--- src/rtl/ctrl_defines.svh ---
/*
 * Width and count macros for the core controller.
 * Included by the package and by any RTL file that sizes logic with them.
 */
`ifndef CTRL_DEFINES_SVH
`define CTRL_DEFINES_SVH

////////////////////////////////////////////////////////////
// datapath widths
////////////////////////////////////////////////////////////

// data and pc width
`define CTRL_XLEN 32

// compressed instruction width, zero-extended into mtval
`define CTRL_ILEN_C 16

////////////////////////////////////////////////////////////
// interrupts and causes
////////////////////////////////////////////////////////////

// fast interrupt lines, highest index wins
`define CTRL_NUM_FAST_IRQ 15

// mcause width, msb flags an interrupt
`define CTRL_CAUSE_W 6

`endif
--- src/rtl/ctrl_pkg.sv ---
/*
 * Types shared by the core controller blocks.
 * Modules pull these in with a wildcard import in their header.
 */
`include "ctrl_defines.svh"

package ctrl_pkg;

  // fetch address selector towards the IF stage
  typedef enum logic [1:0] {
    PC_BOOT = 2'd0,
    PC_JUMP = 2'd1,
    PC_EXC  = 2'd2,
    PC_ERET = 2'd3
  } pc_sel_e;

  // mcause encodings, fast irq n sits at FAST_0 + n
  typedef enum logic [`CTRL_CAUSE_W-1:0] {
    EXC_CAUSE_INSTR_ACCESS_FAULT = 6'h01,
    EXC_CAUSE_ILLEGAL_INSN       = 6'h02,
    EXC_CAUSE_BREAKPOINT         = 6'h03,
    EXC_CAUSE_ECALL_UMODE        = 6'h08,
    EXC_CAUSE_ECALL_MMODE        = 6'h0B,
    EXC_CAUSE_IRQ_SOFTWARE_M     = 6'h23,
    EXC_CAUSE_IRQ_TIMER_M        = 6'h27,
    EXC_CAUSE_IRQ_EXTERNAL_M     = 6'h2B,
    EXC_CAUSE_IRQ_FAST_0         = 6'h30,
    EXC_CAUSE_IRQ_FAST_14        = 6'h3E,
    EXC_CAUSE_IRQ_NM             = 6'h3F
  } exc_cause_e;

  typedef enum logic [1:0] {
    PRIV_LVL_U = 2'b00,
    PRIV_LVL_M = 2'b11
  } priv_lvl_e;

  // controller states, all eight codes are used
  typedef enum logic [2:0] {
    RESET, BOOT_SET, WAIT_SLEEP, SLEEP, FIRST_FETCH, DECODE, FLUSH, IRQ_TAKEN
  } ctrl_fsm_e;

  // raw decoder flags, not yet qualified by instr_valid
  typedef struct packed {
    logic illegal;
    logic ecall;
    logic mret;
    logic wfi;
    logic ebrk;
    logic fetch_err;
    logic fetch_err_plus2;
  } insn_flags_t;

  // instruction in the IF-ID register
  typedef struct packed {
    logic [`CTRL_XLEN-1:0]   instr;
    logic [`CTRL_ILEN_C-1:0] instr_c;
    logic                    is_compressed;
    logic [`CTRL_XLEN-1:0]   pc;
  } instr_info_t;

  // interrupt lines, already masked by mie
  typedef struct packed {
    logic                          nmi;
    logic [`CTRL_NUM_FAST_IRQ-1:0] fast;
    logic                          external;
    logic                          software;
    logic                          timer;
    logic                          mstatus_mie;
  } irq_req_t;

  // strobes and data towards the CSR file
  typedef struct packed {
    logic                  save_if;
    logic                  save_id;
    logic                  restore_mret;
    logic                  save_cause;
    exc_cause_e            cause;
    logic [`CTRL_XLEN-1:0] mtval;
  } csr_ctrl_t;

  // qualified requests from exception detect to the FSM
  typedef struct packed {
    logic ecall;
    logic mret;
    logic wfi;
    logic ebrk;
    logic fetch_err;
    logic fetch_err_plus2;
    logic exc_req_q;
    logic illegal_q;
    logic special_req;
  } exc_req_t;

endpackage

--- src/rtl/core_ctrl.sv ---
/*
 * Core controller top level.
 * Connects exception detect, interrupt select and the controller FSM.
 */
`timescale 1ns/1ps

module core_ctrl import ctrl_pkg::*; (
  input  logic        clk_i,
  input  logic        rst_ni,
  input  logic        fetch_enable_i,
  input  logic        instr_valid_i,
  input  insn_flags_t insn_flags_i,
  input  instr_info_t instr_info_i,
  input  logic        branch_set_i,
  input  logic        jump_set_i,
  input  irq_req_t    irq_i,
  input  priv_lvl_e   priv_mode_i,
  input  logic        mstatus_tw_i,
  input  logic        stall_i,
  output logic        instr_req_o,
  output logic        pc_set_o,
  output pc_sel_e     pc_mux_o,
  output csr_ctrl_t   csr_o,
  output logic        nmi_mode_o,
  output logic        ctrl_busy_o,
  output logic        id_in_ready_o,
  output logic        instr_valid_clear_o
);

  exc_req_t   exc_req;
  exc_cause_e irq_cause;
  logic       in_flush;
  logic       handle_irq;
  logic       irq_pending;
  logic       irq_taken;
  logic       mret_done;

  ctrl_exc_detect u_exc_detect (
    .clk_i,
    .rst_ni,
    .instr_valid_i,
    .insn_flags_i,
    .priv_mode_i,
    .mstatus_tw_i,
    .in_flush_i (in_flush),
    .exc_req_o  (exc_req)
  );

  ctrl_irq_select u_irq_select (
    .clk_i,
    .rst_ni,
    .irq_i,
    .irq_taken_i   (irq_taken),
    .mret_done_i   (mret_done),
    .handle_irq_o  (handle_irq),
    .irq_pending_o (irq_pending),
    .irq_cause_o   (irq_cause),
    .nmi_mode_o
  );

  // nmi line feeds SLEEP wake-up directly
  ctrl_fsm u_fsm (
    .clk_i,
    .rst_ni,
    .fetch_enable_i,
    .instr_valid_i,
    .exc_req_i     (exc_req),
    .instr_info_i,
    .priv_mode_i,
    .branch_set_i,
    .jump_set_i,
    .stall_i,
    .handle_irq_i  (handle_irq),
    .irq_cause_i   (irq_cause),
    .nmi_pending_i (irq_i.nmi),
    .irq_pending_i (irq_pending),
    .in_flush_o    (in_flush),
    .irq_taken_o   (irq_taken),
    .mret_done_o   (mret_done),
    .instr_req_o,
    .pc_set_o,
    .pc_mux_o,
    .csr_o,
    .ctrl_busy_o,
    .id_in_ready_o,
    .instr_valid_clear_o
  );

endmodule

--- src/rtl/ctrl_fsm.sv ---
/*
 * Main controller state machine.
 * Drives PC redirects, CSR save strobes and the ID stall and flush controls.
 */
`timescale 1ns/1ps
`include "ctrl_defines.svh"

module ctrl_fsm import ctrl_pkg::*; (
  input  logic        clk_i,
  input  logic        rst_ni,
  input  logic        fetch_enable_i,
  input  logic        instr_valid_i,
  input  exc_req_t    exc_req_i,
  input  instr_info_t instr_info_i,
  input  priv_lvl_e   priv_mode_i,
  input  logic        branch_set_i,
  input  logic        jump_set_i,
  input  logic        stall_i,
  input  logic        handle_irq_i,
  input  exc_cause_e  irq_cause_i,
  input  logic        nmi_pending_i,
  input  logic        irq_pending_i,
  output logic        in_flush_o,
  output logic        irq_taken_o,
  output logic        mret_done_o,
  output logic        instr_req_o,
  output logic        pc_set_o,
  output pc_sel_e     pc_mux_o,
  output csr_ctrl_t   csr_o,
  output logic        ctrl_busy_o,
  output logic        id_in_ready_o,
  output logic        instr_valid_clear_o
);

  ctrl_fsm_e state_q;
  ctrl_fsm_e state_d;
  logic      halt_if;
  logic      flush_id;

  always_comb begin
    state_d     = state_q;
    instr_req_o = 1'b1;
    pc_set_o    = 1'b0;
    // mux only matters while pc_set_o is high
    pc_mux_o    = PC_BOOT;
    csr_o       = '0;
    ctrl_busy_o = 1'b1;
    halt_if     = 1'b0;
    flush_id    = 1'b0;
    irq_taken_o = 1'b0;
    mret_done_o = 1'b0;

    unique case (state_q)
      RESET: begin
        // hold the boot pc until fetch is enabled
        instr_req_o = 1'b0;
        pc_set_o    = 1'b1;
        if (fetch_enable_i) begin
          state_d = BOOT_SET;
        end
      end

      BOOT_SET: begin
        pc_set_o = 1'b1;
        state_d  = FIRST_FETCH;
      end

      WAIT_SLEEP: begin
        ctrl_busy_o = 1'b0;
        instr_req_o = 1'b0;
        halt_if     = 1'b1;
        flush_id    = 1'b1;
        state_d     = SLEEP;
      end

      SLEEP: begin
        instr_req_o = 1'b0;
        halt_if     = 1'b1;
        flush_id    = 1'b1;
        // wake on any pending line, mie does not matter here
        if (nmi_pending_i || irq_pending_i) begin
          state_d = FIRST_FETCH;
        end else begin
          ctrl_busy_o = 1'b0;
        end
      end

      FIRST_FETCH: begin
        // wait out the IF miss
        if (!stall_i) begin
          state_d = DECODE;
        end
        if (handle_irq_i) begin
          state_d = IRQ_TAKEN;
          halt_if = 1'b1;
        end
      end

      DECODE: begin
        pc_mux_o = PC_JUMP;
        // keep the instruction in ID for FLUSH to inspect
        if (exc_req_i.special_req) begin
          state_d = FLUSH;
          halt_if = 1'b1;
        end
        // a fetch error beats the branch target
        if ((branch_set_i || jump_set_i) && instr_valid_i && !exc_req_i.fetch_err) begin
          pc_set_o = 1'b1;
        end
        // irq waits for a multicycle instruction to finish
        if (handle_irq_i && stall_i) begin
          halt_if = 1'b1;
        end
        if (handle_irq_i && !stall_i && !exc_req_i.special_req) begin
          state_d = IRQ_TAKEN;
          halt_if = 1'b1;
        end
      end

      IRQ_TAKEN: begin
        pc_mux_o = PC_EXC;
        if (handle_irq_i) begin
          pc_set_o         = 1'b1;
          irq_taken_o      = 1'b1;
          csr_o.save_if    = 1'b1;
          csr_o.save_cause = 1'b1;
          csr_o.cause      = irq_cause_i;
        end
        state_d = DECODE;
      end

      FLUSH: begin
        halt_if  = 1'b1;
        flush_id = 1'b1;
        state_d  = DECODE;
        if (exc_req_i.exc_req_q) begin
          pc_set_o         = 1'b1;
          pc_mux_o         = PC_EXC;
          csr_o.save_id    = 1'b1;
          csr_o.save_cause = 1'b1;
          // priority per the privileged spec exception table
          if (exc_req_i.fetch_err) begin
            csr_o.cause = EXC_CAUSE_INSTR_ACCESS_FAULT;
            csr_o.mtval = exc_req_i.fetch_err_plus2 ?
                          instr_info_i.pc + `CTRL_XLEN'(2) : instr_info_i.pc;
          end else if (exc_req_i.illegal_q) begin
            csr_o.cause = EXC_CAUSE_ILLEGAL_INSN;
            csr_o.mtval = instr_info_i.is_compressed ?
                          {{(`CTRL_XLEN - `CTRL_ILEN_C){1'b0}}, instr_info_i.instr_c} :
                          instr_info_i.instr;
          end else if (exc_req_i.ecall) begin
            csr_o.cause = (priv_mode_i == PRIV_LVL_M) ? EXC_CAUSE_ECALL_MMODE :
                                                        EXC_CAUSE_ECALL_UMODE;
          end else begin
            // ebreak, no debug mode so always a trap
            csr_o.cause = EXC_CAUSE_BREAKPOINT;
          end
        end else if (exc_req_i.mret) begin
          pc_set_o           = 1'b1;
          pc_mux_o           = PC_ERET;
          csr_o.restore_mret = 1'b1;
          mret_done_o        = 1'b1;
        end else if (exc_req_i.wfi) begin
          state_d = WAIT_SLEEP;
        end
      end

      default: begin
        instr_req_o = 1'b0;
        state_d     = RESET;
      end
    endcase
  end

  ////////////////////////////////////////////////////////////
  // stall and flush
  ////////////////////////////////////////////////////////////

  assign in_flush_o = (state_q == FLUSH);

  // halt_if keeps the ID instruction valid unless it is flushed too
  assign id_in_ready_o       = ~stall_i & ~halt_if;
  assign instr_valid_clear_o = ~(stall_i | halt_if) | flush_id;

  always_ff @(posedge clk_i or negedge rst_ni) begin
    if (!rst_ni) begin
      state_q <= RESET;
    end else begin
      state_q <= state_d;
    end
  end

  state_legal_a : assert property (
    @(posedge clk_i) disable iff (!rst_ni)
    state_q inside {RESET, BOOT_SET, WAIT_SLEEP, SLEEP, FIRST_FETCH, DECODE, FLUSH, IRQ_TAKEN}
  );

  // a FLUSH redirect always updates the CSR file
  flush_redirect_csr_a : assert property (
    @(posedge clk_i) disable iff (!rst_ni)
    (in_flush_o && pc_set_o) |-> (csr_o.save_cause || csr_o.restore_mret)
  );

endmodule

--- src/rtl/ctrl_irq_select.sv ---
/*
 * Interrupt take decision and priority encoder.
 * Also keeps the NMI-mode flag that blocks nested interrupts.
 */
`timescale 1ns/1ps
`include "ctrl_defines.svh"

module ctrl_irq_select import ctrl_pkg::*; (
  input  logic       clk_i,
  input  logic       rst_ni,
  input  irq_req_t   irq_i,
  input  logic       irq_taken_i,
  input  logic       mret_done_i,
  output logic       handle_irq_o,
  output logic       irq_pending_o,
  output exc_cause_e irq_cause_o,
  output logic       nmi_mode_o
);

  logic [3:0] fast_id;
  logic       nmi_mode_q;

  // any enabled maskable line, also used to leave SLEEP
  assign irq_pending_o = (|irq_i.fast) | irq_i.external | irq_i.software | irq_i.timer;

  // nothing is taken inside an NMI handler
  assign handle_irq_o = ~nmi_mode_q & (irq_i.nmi | (irq_pending_o & irq_i.mstatus_mie));

  // highest fast index wins, later iterations override
  always_comb begin
    fast_id = '0;
    for (int unsigned i = 0; i < `CTRL_NUM_FAST_IRQ; i++) begin
      if (irq_i.fast[i]) begin
        fast_id = 4'(i);
      end
    end
  end

  ////////////////////////////////////////////////////////////
  // cause priority
  ////////////////////////////////////////////////////////////

  always_comb begin
    if (irq_i.nmi) begin
      irq_cause_o = EXC_CAUSE_IRQ_NM;
    end else if (|irq_i.fast) begin
      // interrupt bit plus 16, then the line index
      irq_cause_o = exc_cause_e'({2'b11, fast_id});
    end else if (irq_i.external) begin
      irq_cause_o = EXC_CAUSE_IRQ_EXTERNAL_M;
    end else if (irq_i.software) begin
      irq_cause_o = EXC_CAUSE_IRQ_SOFTWARE_M;
    end else begin
      irq_cause_o = EXC_CAUSE_IRQ_TIMER_M;
    end
  end

  // enter on a taken NMI, leave on mret
  always_ff @(posedge clk_i or negedge rst_ni) begin
    if (!rst_ni) begin
      nmi_mode_q <= 1'b0;
    end else if (irq_taken_i && (irq_cause_o == EXC_CAUSE_IRQ_NM)) begin
      nmi_mode_q <= 1'b1;
    end else if (mret_done_i) begin
      nmi_mode_q <= 1'b0;
    end
  end

  assign nmi_mode_o = nmi_mode_q;

  // the FSM only takes what this block asked for
  taken_needs_handle_a : assert property (
    @(posedge clk_i) disable iff (!rst_ni) irq_taken_i |-> handle_irq_o
  );

endmodule

--- src/rtl/ctrl_exc_detect.sv ---
/*
 * Exception detection for the ID stage instruction.
 * Qualifies decoder flags and flops the exception and illegal requests.
 */
`timescale 1ns/1ps

module ctrl_exc_detect import ctrl_pkg::*; (
  input  logic        clk_i,
  input  logic        rst_ni,
  input  logic        instr_valid_i,
  input  insn_flags_t insn_flags_i,
  input  priv_lvl_e   priv_mode_i,
  input  logic        mstatus_tw_i,
  input  logic        in_flush_i,
  output exc_req_t    exc_req_o
);

  logic illegal_insn;
  logic illegal_umode;
  logic illegal_d;
  logic exc_req_d;
  logic illegal_q;
  logic exc_req_q;

  // decoder flags know nothing of instr_valid
  assign illegal_insn              = insn_flags_i.illegal & instr_valid_i;
  assign exc_req_o.ecall           = insn_flags_i.ecall & instr_valid_i;
  assign exc_req_o.mret            = insn_flags_i.mret & instr_valid_i;
  assign exc_req_o.wfi             = insn_flags_i.wfi & instr_valid_i;
  assign exc_req_o.ebrk            = insn_flags_i.ebrk & instr_valid_i;
  assign exc_req_o.fetch_err       = insn_flags_i.fetch_err & instr_valid_i;
  assign exc_req_o.fetch_err_plus2 = insn_flags_i.fetch_err_plus2 & instr_valid_i;

  // mret needs M-mode, tw traps wfi below M-mode
  assign illegal_umode = (priv_mode_i != PRIV_LVL_M) &
                         (exc_req_o.mret | (mstatus_tw_i & exc_req_o.wfi));

  // dropped in FLUSH so a handled request does not linger
  assign illegal_d = (illegal_insn | illegal_umode) & ~in_flush_i;

  assign exc_req_d = (exc_req_o.ecall | exc_req_o.ebrk | illegal_d | exc_req_o.fetch_err) &
                     ~in_flush_i;

  // anything that needs the FLUSH state
  assign exc_req_o.special_req = exc_req_o.mret | exc_req_o.wfi | exc_req_d;

  always_ff @(posedge clk_i or negedge rst_ni) begin
    if (!rst_ni) begin
      exc_req_q <= 1'b0;
      illegal_q <= 1'b0;
    end else begin
      exc_req_q <= exc_req_d;
      illegal_q <= illegal_d;
    end
  end

  assign exc_req_o.exc_req_q = exc_req_q;
  assign exc_req_o.illegal_q = illegal_q;

  // an illegal instruction always travels as an exception request
  illegal_implies_exc_a : assert property (
    @(posedge clk_i) disable iff (!rst_ni) illegal_q |-> exc_req_q
  );

endmodule

--- config.mk ---
export PLATFORM = sky130hd
export DESIGN_NAME = core_ctrl
export DESIGN_NICKNAME = d
export VERILOG_FILES = /design/src/rtl/ctrl_pkg.sv /design/src/rtl/core_ctrl.sv /design/src/rtl/ctrl_fsm.sv /design/src/rtl/ctrl_irq_select.sv /design/src/rtl/ctrl_exc_detect.sv
export VERILOG_INCLUDE_DIRS = /design/src /design/src/rtl
export SDC_FILE = /design/constraint.sdc
export NUM_CORES = 1
export LEC_CHECK = 0
export BUFFER_PORTS_ARGS = -buffer_cell sky130_fd_sc_hd__buf_2
export CAP_MARGIN = 20
export CORE_MARGIN = 1.5
export CORE_UTILIZATION = 41
export CTS_BUF_LIST = sky130_fd_sc_hd__clkbuf_2 sky130_fd_sc_hd__clkbuf_4 sky130_fd_sc_hd__clkbuf_8
export CTS_CLUSTER_SIZE = 14
export DETAILED_ROUTE_END_ITERATION = 6
export PLACE_DENSITY_LB_ADDON = 0.05
export SYNTH_ARGS = -nofsm -noshare
export SYNTH_HDL_FRONTEND = slang
export SYNTH_HIERARCHICAL = 1
export SYNTH_SLANG_ARGS = --single-unit
--- constraint.sdc ---
create_clock -name clk_i -period 3.3 [get_ports clk_i]
set_clock_uncertainty 0.2 [all_clocks]
set_input_delay 0.495 -clock clk_i [delete_from_list [all_inputs] [get_ports clk_i]]
set_output_delay 0.495 -clock clk_i [all_outputs]
set_load 0.05 [all_outputs]
==> metrics.md <==
| Metric | Value |
|---|---|
| Power per standard cell area | `345 mW/mm^2` |
| Combinational Power Share | `roughly four fifths` |
| First DRT Iteration DRCs | `~160` |
| Cts bufs inserted | `3` |
| Worst-path cell chain | `buf_6, or4_4, nor3_4, nand3_2, or4_4, a22o_4, nand2_4, nor2_4, a32o_1, buf_6` |
| Worst Hold Depth | `3` |
| Overall power | `about 1.1 mW` |
| I/O Buffers | `roughly 170` |
| Area Growth Syn to Fin | `53.8%` |
| Crit. End Element | `primary output` |
| Worst-margin pin slew | `around 0.63 ns` |
| DIE HEIGHT | `roughly 74 um` |
| R2r worst-path depth | `7` |
| Clock transition at path regs | `roughly 0.04 ns` |
| Worst hold endpoint | `u_exc_detect/illegal_q` |
| Crit-path max cell delay | `~0.55 ns` |
| Reg2reg start | `u_fsm/state_q[1]` |
| Required time worst endpoint | `roughly 2.6 ns` |
| Routability cong. | `a little over 0.9` |
| Htree depth | `1` |
| Most common cell after layout, fill and taps aside | `buf_2` |
| Vias per inst | `approximately 5.5` |
| Post-synthesis cell area | `~0.0021 mm^2` |
| Layout Nets | `578` |
| Number of global-route vias before repair | `roughly 2500` |
| Reg-to-reg slack, setup | `approximately 1.2 ns` |
| CP Launch Type | `primary input` |
| Number of remaining DRC errors | `0` |
| Worst setup margin | `-0.0715 ns` |
| Core Footprint | `0.00482 mm^2` |
| Tot GR Track Use | `about 25%` |
| Cell at the root of the clock tree | `clkbuf_8` |
| YS warnings | `6` |
| Final Critical Period | `3.37 ns` |
| Initial DRT Pass Iterations | `4` |
| Max IR drop VDD | `between 0.0005 and 0.0006 V` |
| Die ar. | `between 0.005 and 0.006 mm^2` |
| Period utilization | `102%` |
| Cell family with most CP delay | `simple AND/OR/NAND/NOR gates` |
| Top-Level Pins | `168` |
| Vias | `~2900` |
| Sw frac | `56.4%` |
| Max-Cap Viols | `0` |
| Crit path kind | `primary input to primary output` |
| P_leak | `between 1.5 and 2 nW` |
| Antenna Cells | `0` |
| Buf+Inv Stages, Crit Path | `2` |
| R2r endpoint | `u_fsm/state_q[0]` |
| Status | `finished, violations left` |
| Rows | `25` |
| TNS Setup | `-0.176 ns` |
| Critical path's slowest cell | `or4_4` |
| Int Power | `roughly 480 uW` |
| Worst-Skew Late Latency | `around 0.22 ns` |
| Hold_sp | `insn_flags_i[6]` |
| Commonest non-fill, non-tap cells in the layout | `buf_2 (155), nand2_1 (23), nor2_1 (19)` |
| Final ANT Viol Nets | `0` |
| WL per Instance | `approximately 14 um` |
| Clock buffer depth | `2` |
| Gr ovfl total | `0` |
| Initial Util | `between 40 and 50%` |
| Max-slew headroom | `a little under three fifths` |
| Drt total wl | `between 7 and 8 mm` |
| Die Width | `approximately 74 um` |
| Critical Path AT | `between 2 and 3 ns` |
| Violated checks | `setup timing` |
| HPWL after detailed placement | `6.12 mm` |
| Post-Synthesis Cells | `~290` |
| Clock network power share | `10.0%` |
| RSZ-0062 raised after global routing | `yes` |
| First-pass GRT wire length | `~11 mm` |
| Post-Syn Nets | `408` |
| # fillers | `around 470` |
| Largest net degree at the start of global routing | `22` |
| Initial antenna violation count | `0` |
| Part of the power in registers | `between 10% and 20%` |
| Switch Pwr | `623 uW` |
| # clock sinks | `6` |
| Final hold vios | `0` |
| Fmax | `roughly 0.3 GHz` |
| Mapped Avg Cell Area | `about 7.2 um^2` |
| Max Slew Vio Count | `0` |
| Hold Crit Class | `primary input to flip-flop` |
| CTS tree | `done` |
| Layout cell share with drive strength beyond 1 | `between 50 and 60%` |
| CP max FO | `8` |
| Final setup vio count | `6` |
metrics by stage:
step	std cells	hold WS (ns)	worst slack [ns]	instance area [um^2]	util, %
6_report	524	0.314	-0.0715	3210	66.5
5_1_grt	524	0.366	-0.128	3210	66.5
4_1_cts	522	0.311	-0.0320	3160	65.6
3_5_place_dp	517	0.133	-0.191	3010	62.4
3_3_place_gp	517	0.130	-0.169	3010	62.4
2_1_floorplan	289	-0.000591	-0.0901	2100	-
worst register-to-register path: stages, from the launching register on:
cell,delay [ns]
dfrtp_1,0.47
nand2_1,0.26
nor2_1,0.11
a21bo_1,0.18
a31oi_1,0.32
a21o_1,0.18
a22oi_1,0.06
o32a_1,0.19
timing repair:
action,4_1_cts,5_1_grt
pin swaps,3,6
setup endpoints to repair,10,10
endpoints found under the hold margin,6,0
hold buffers,1,0
gates resized for setup,25,7
buffers inserted,1,2
power by group through the flow:
stage	clock network, mW	logic, mW	registers, mW
5_1_grt	0.117	0.920	0.128
3_3_place_gp	0	0.769	0.125
4_1_cts	0.113	0.853	0.124
6_report	0.111	0.869	0.125
2_1_floorplan	0	0.555	0.130
3_5_place_dp	0	0.771	0.125
how the worst max path moves through the flow:
stage | from | endpoint | slack (ns) | cells after the start
global placement | irq_i[7] | csr_o[35] | -0.17 | 10
CTS | irq_i[9] | csr_o[35] | -0.03 | 10
floorplan | irq_i[7] | instr_valid_clear_o | -0.09 | 8
global route | irq_i[10] | instr_valid_clear_o | -0.13 | 10
detailed placement | irq_i[7] | csr_o[35] | -0.19 | 10
finish | irq_i[10] | csr_o[35] | -0.07 | 10
layer usage:
layer | global-route usage (%) | vias to the layer above | routed length, um
met5 | 0 | - | 0
met4 | 9.29 | 0 | 170
met3 | 2.85 | 18 | 572
met2 | 48.4 | 137 | 3990
met1 | 28.8 | 1294 | 2850
li1 | - | 1420 | -
flip-flops by register name (all words and copies together) (netlist names):
| signal | cells |
|---|---|
| u_irq_select/nmi_mode_o | 1 |
| u_fsm/state_q | 3 |
| u_exc_detect/illegal_q | 1 |
| u_exc_detect/exc_req_q | 1 |
area by class of cell:
cell class / instances / area (um^2) / area share (%)
clock buffers: 3 / 41.3 / 1.29
inverters: 12 / 45.0 / 1.41
multi-input cells: 251 / 1840 / 57.3
flip-flops and latches: 6 / 150 / 4.68
well taps: 67 / 83.8 / 2.62
repair buffers: 185 / 1050 / 32.7
Note: power is estimated with default switching activity, not from simulation.
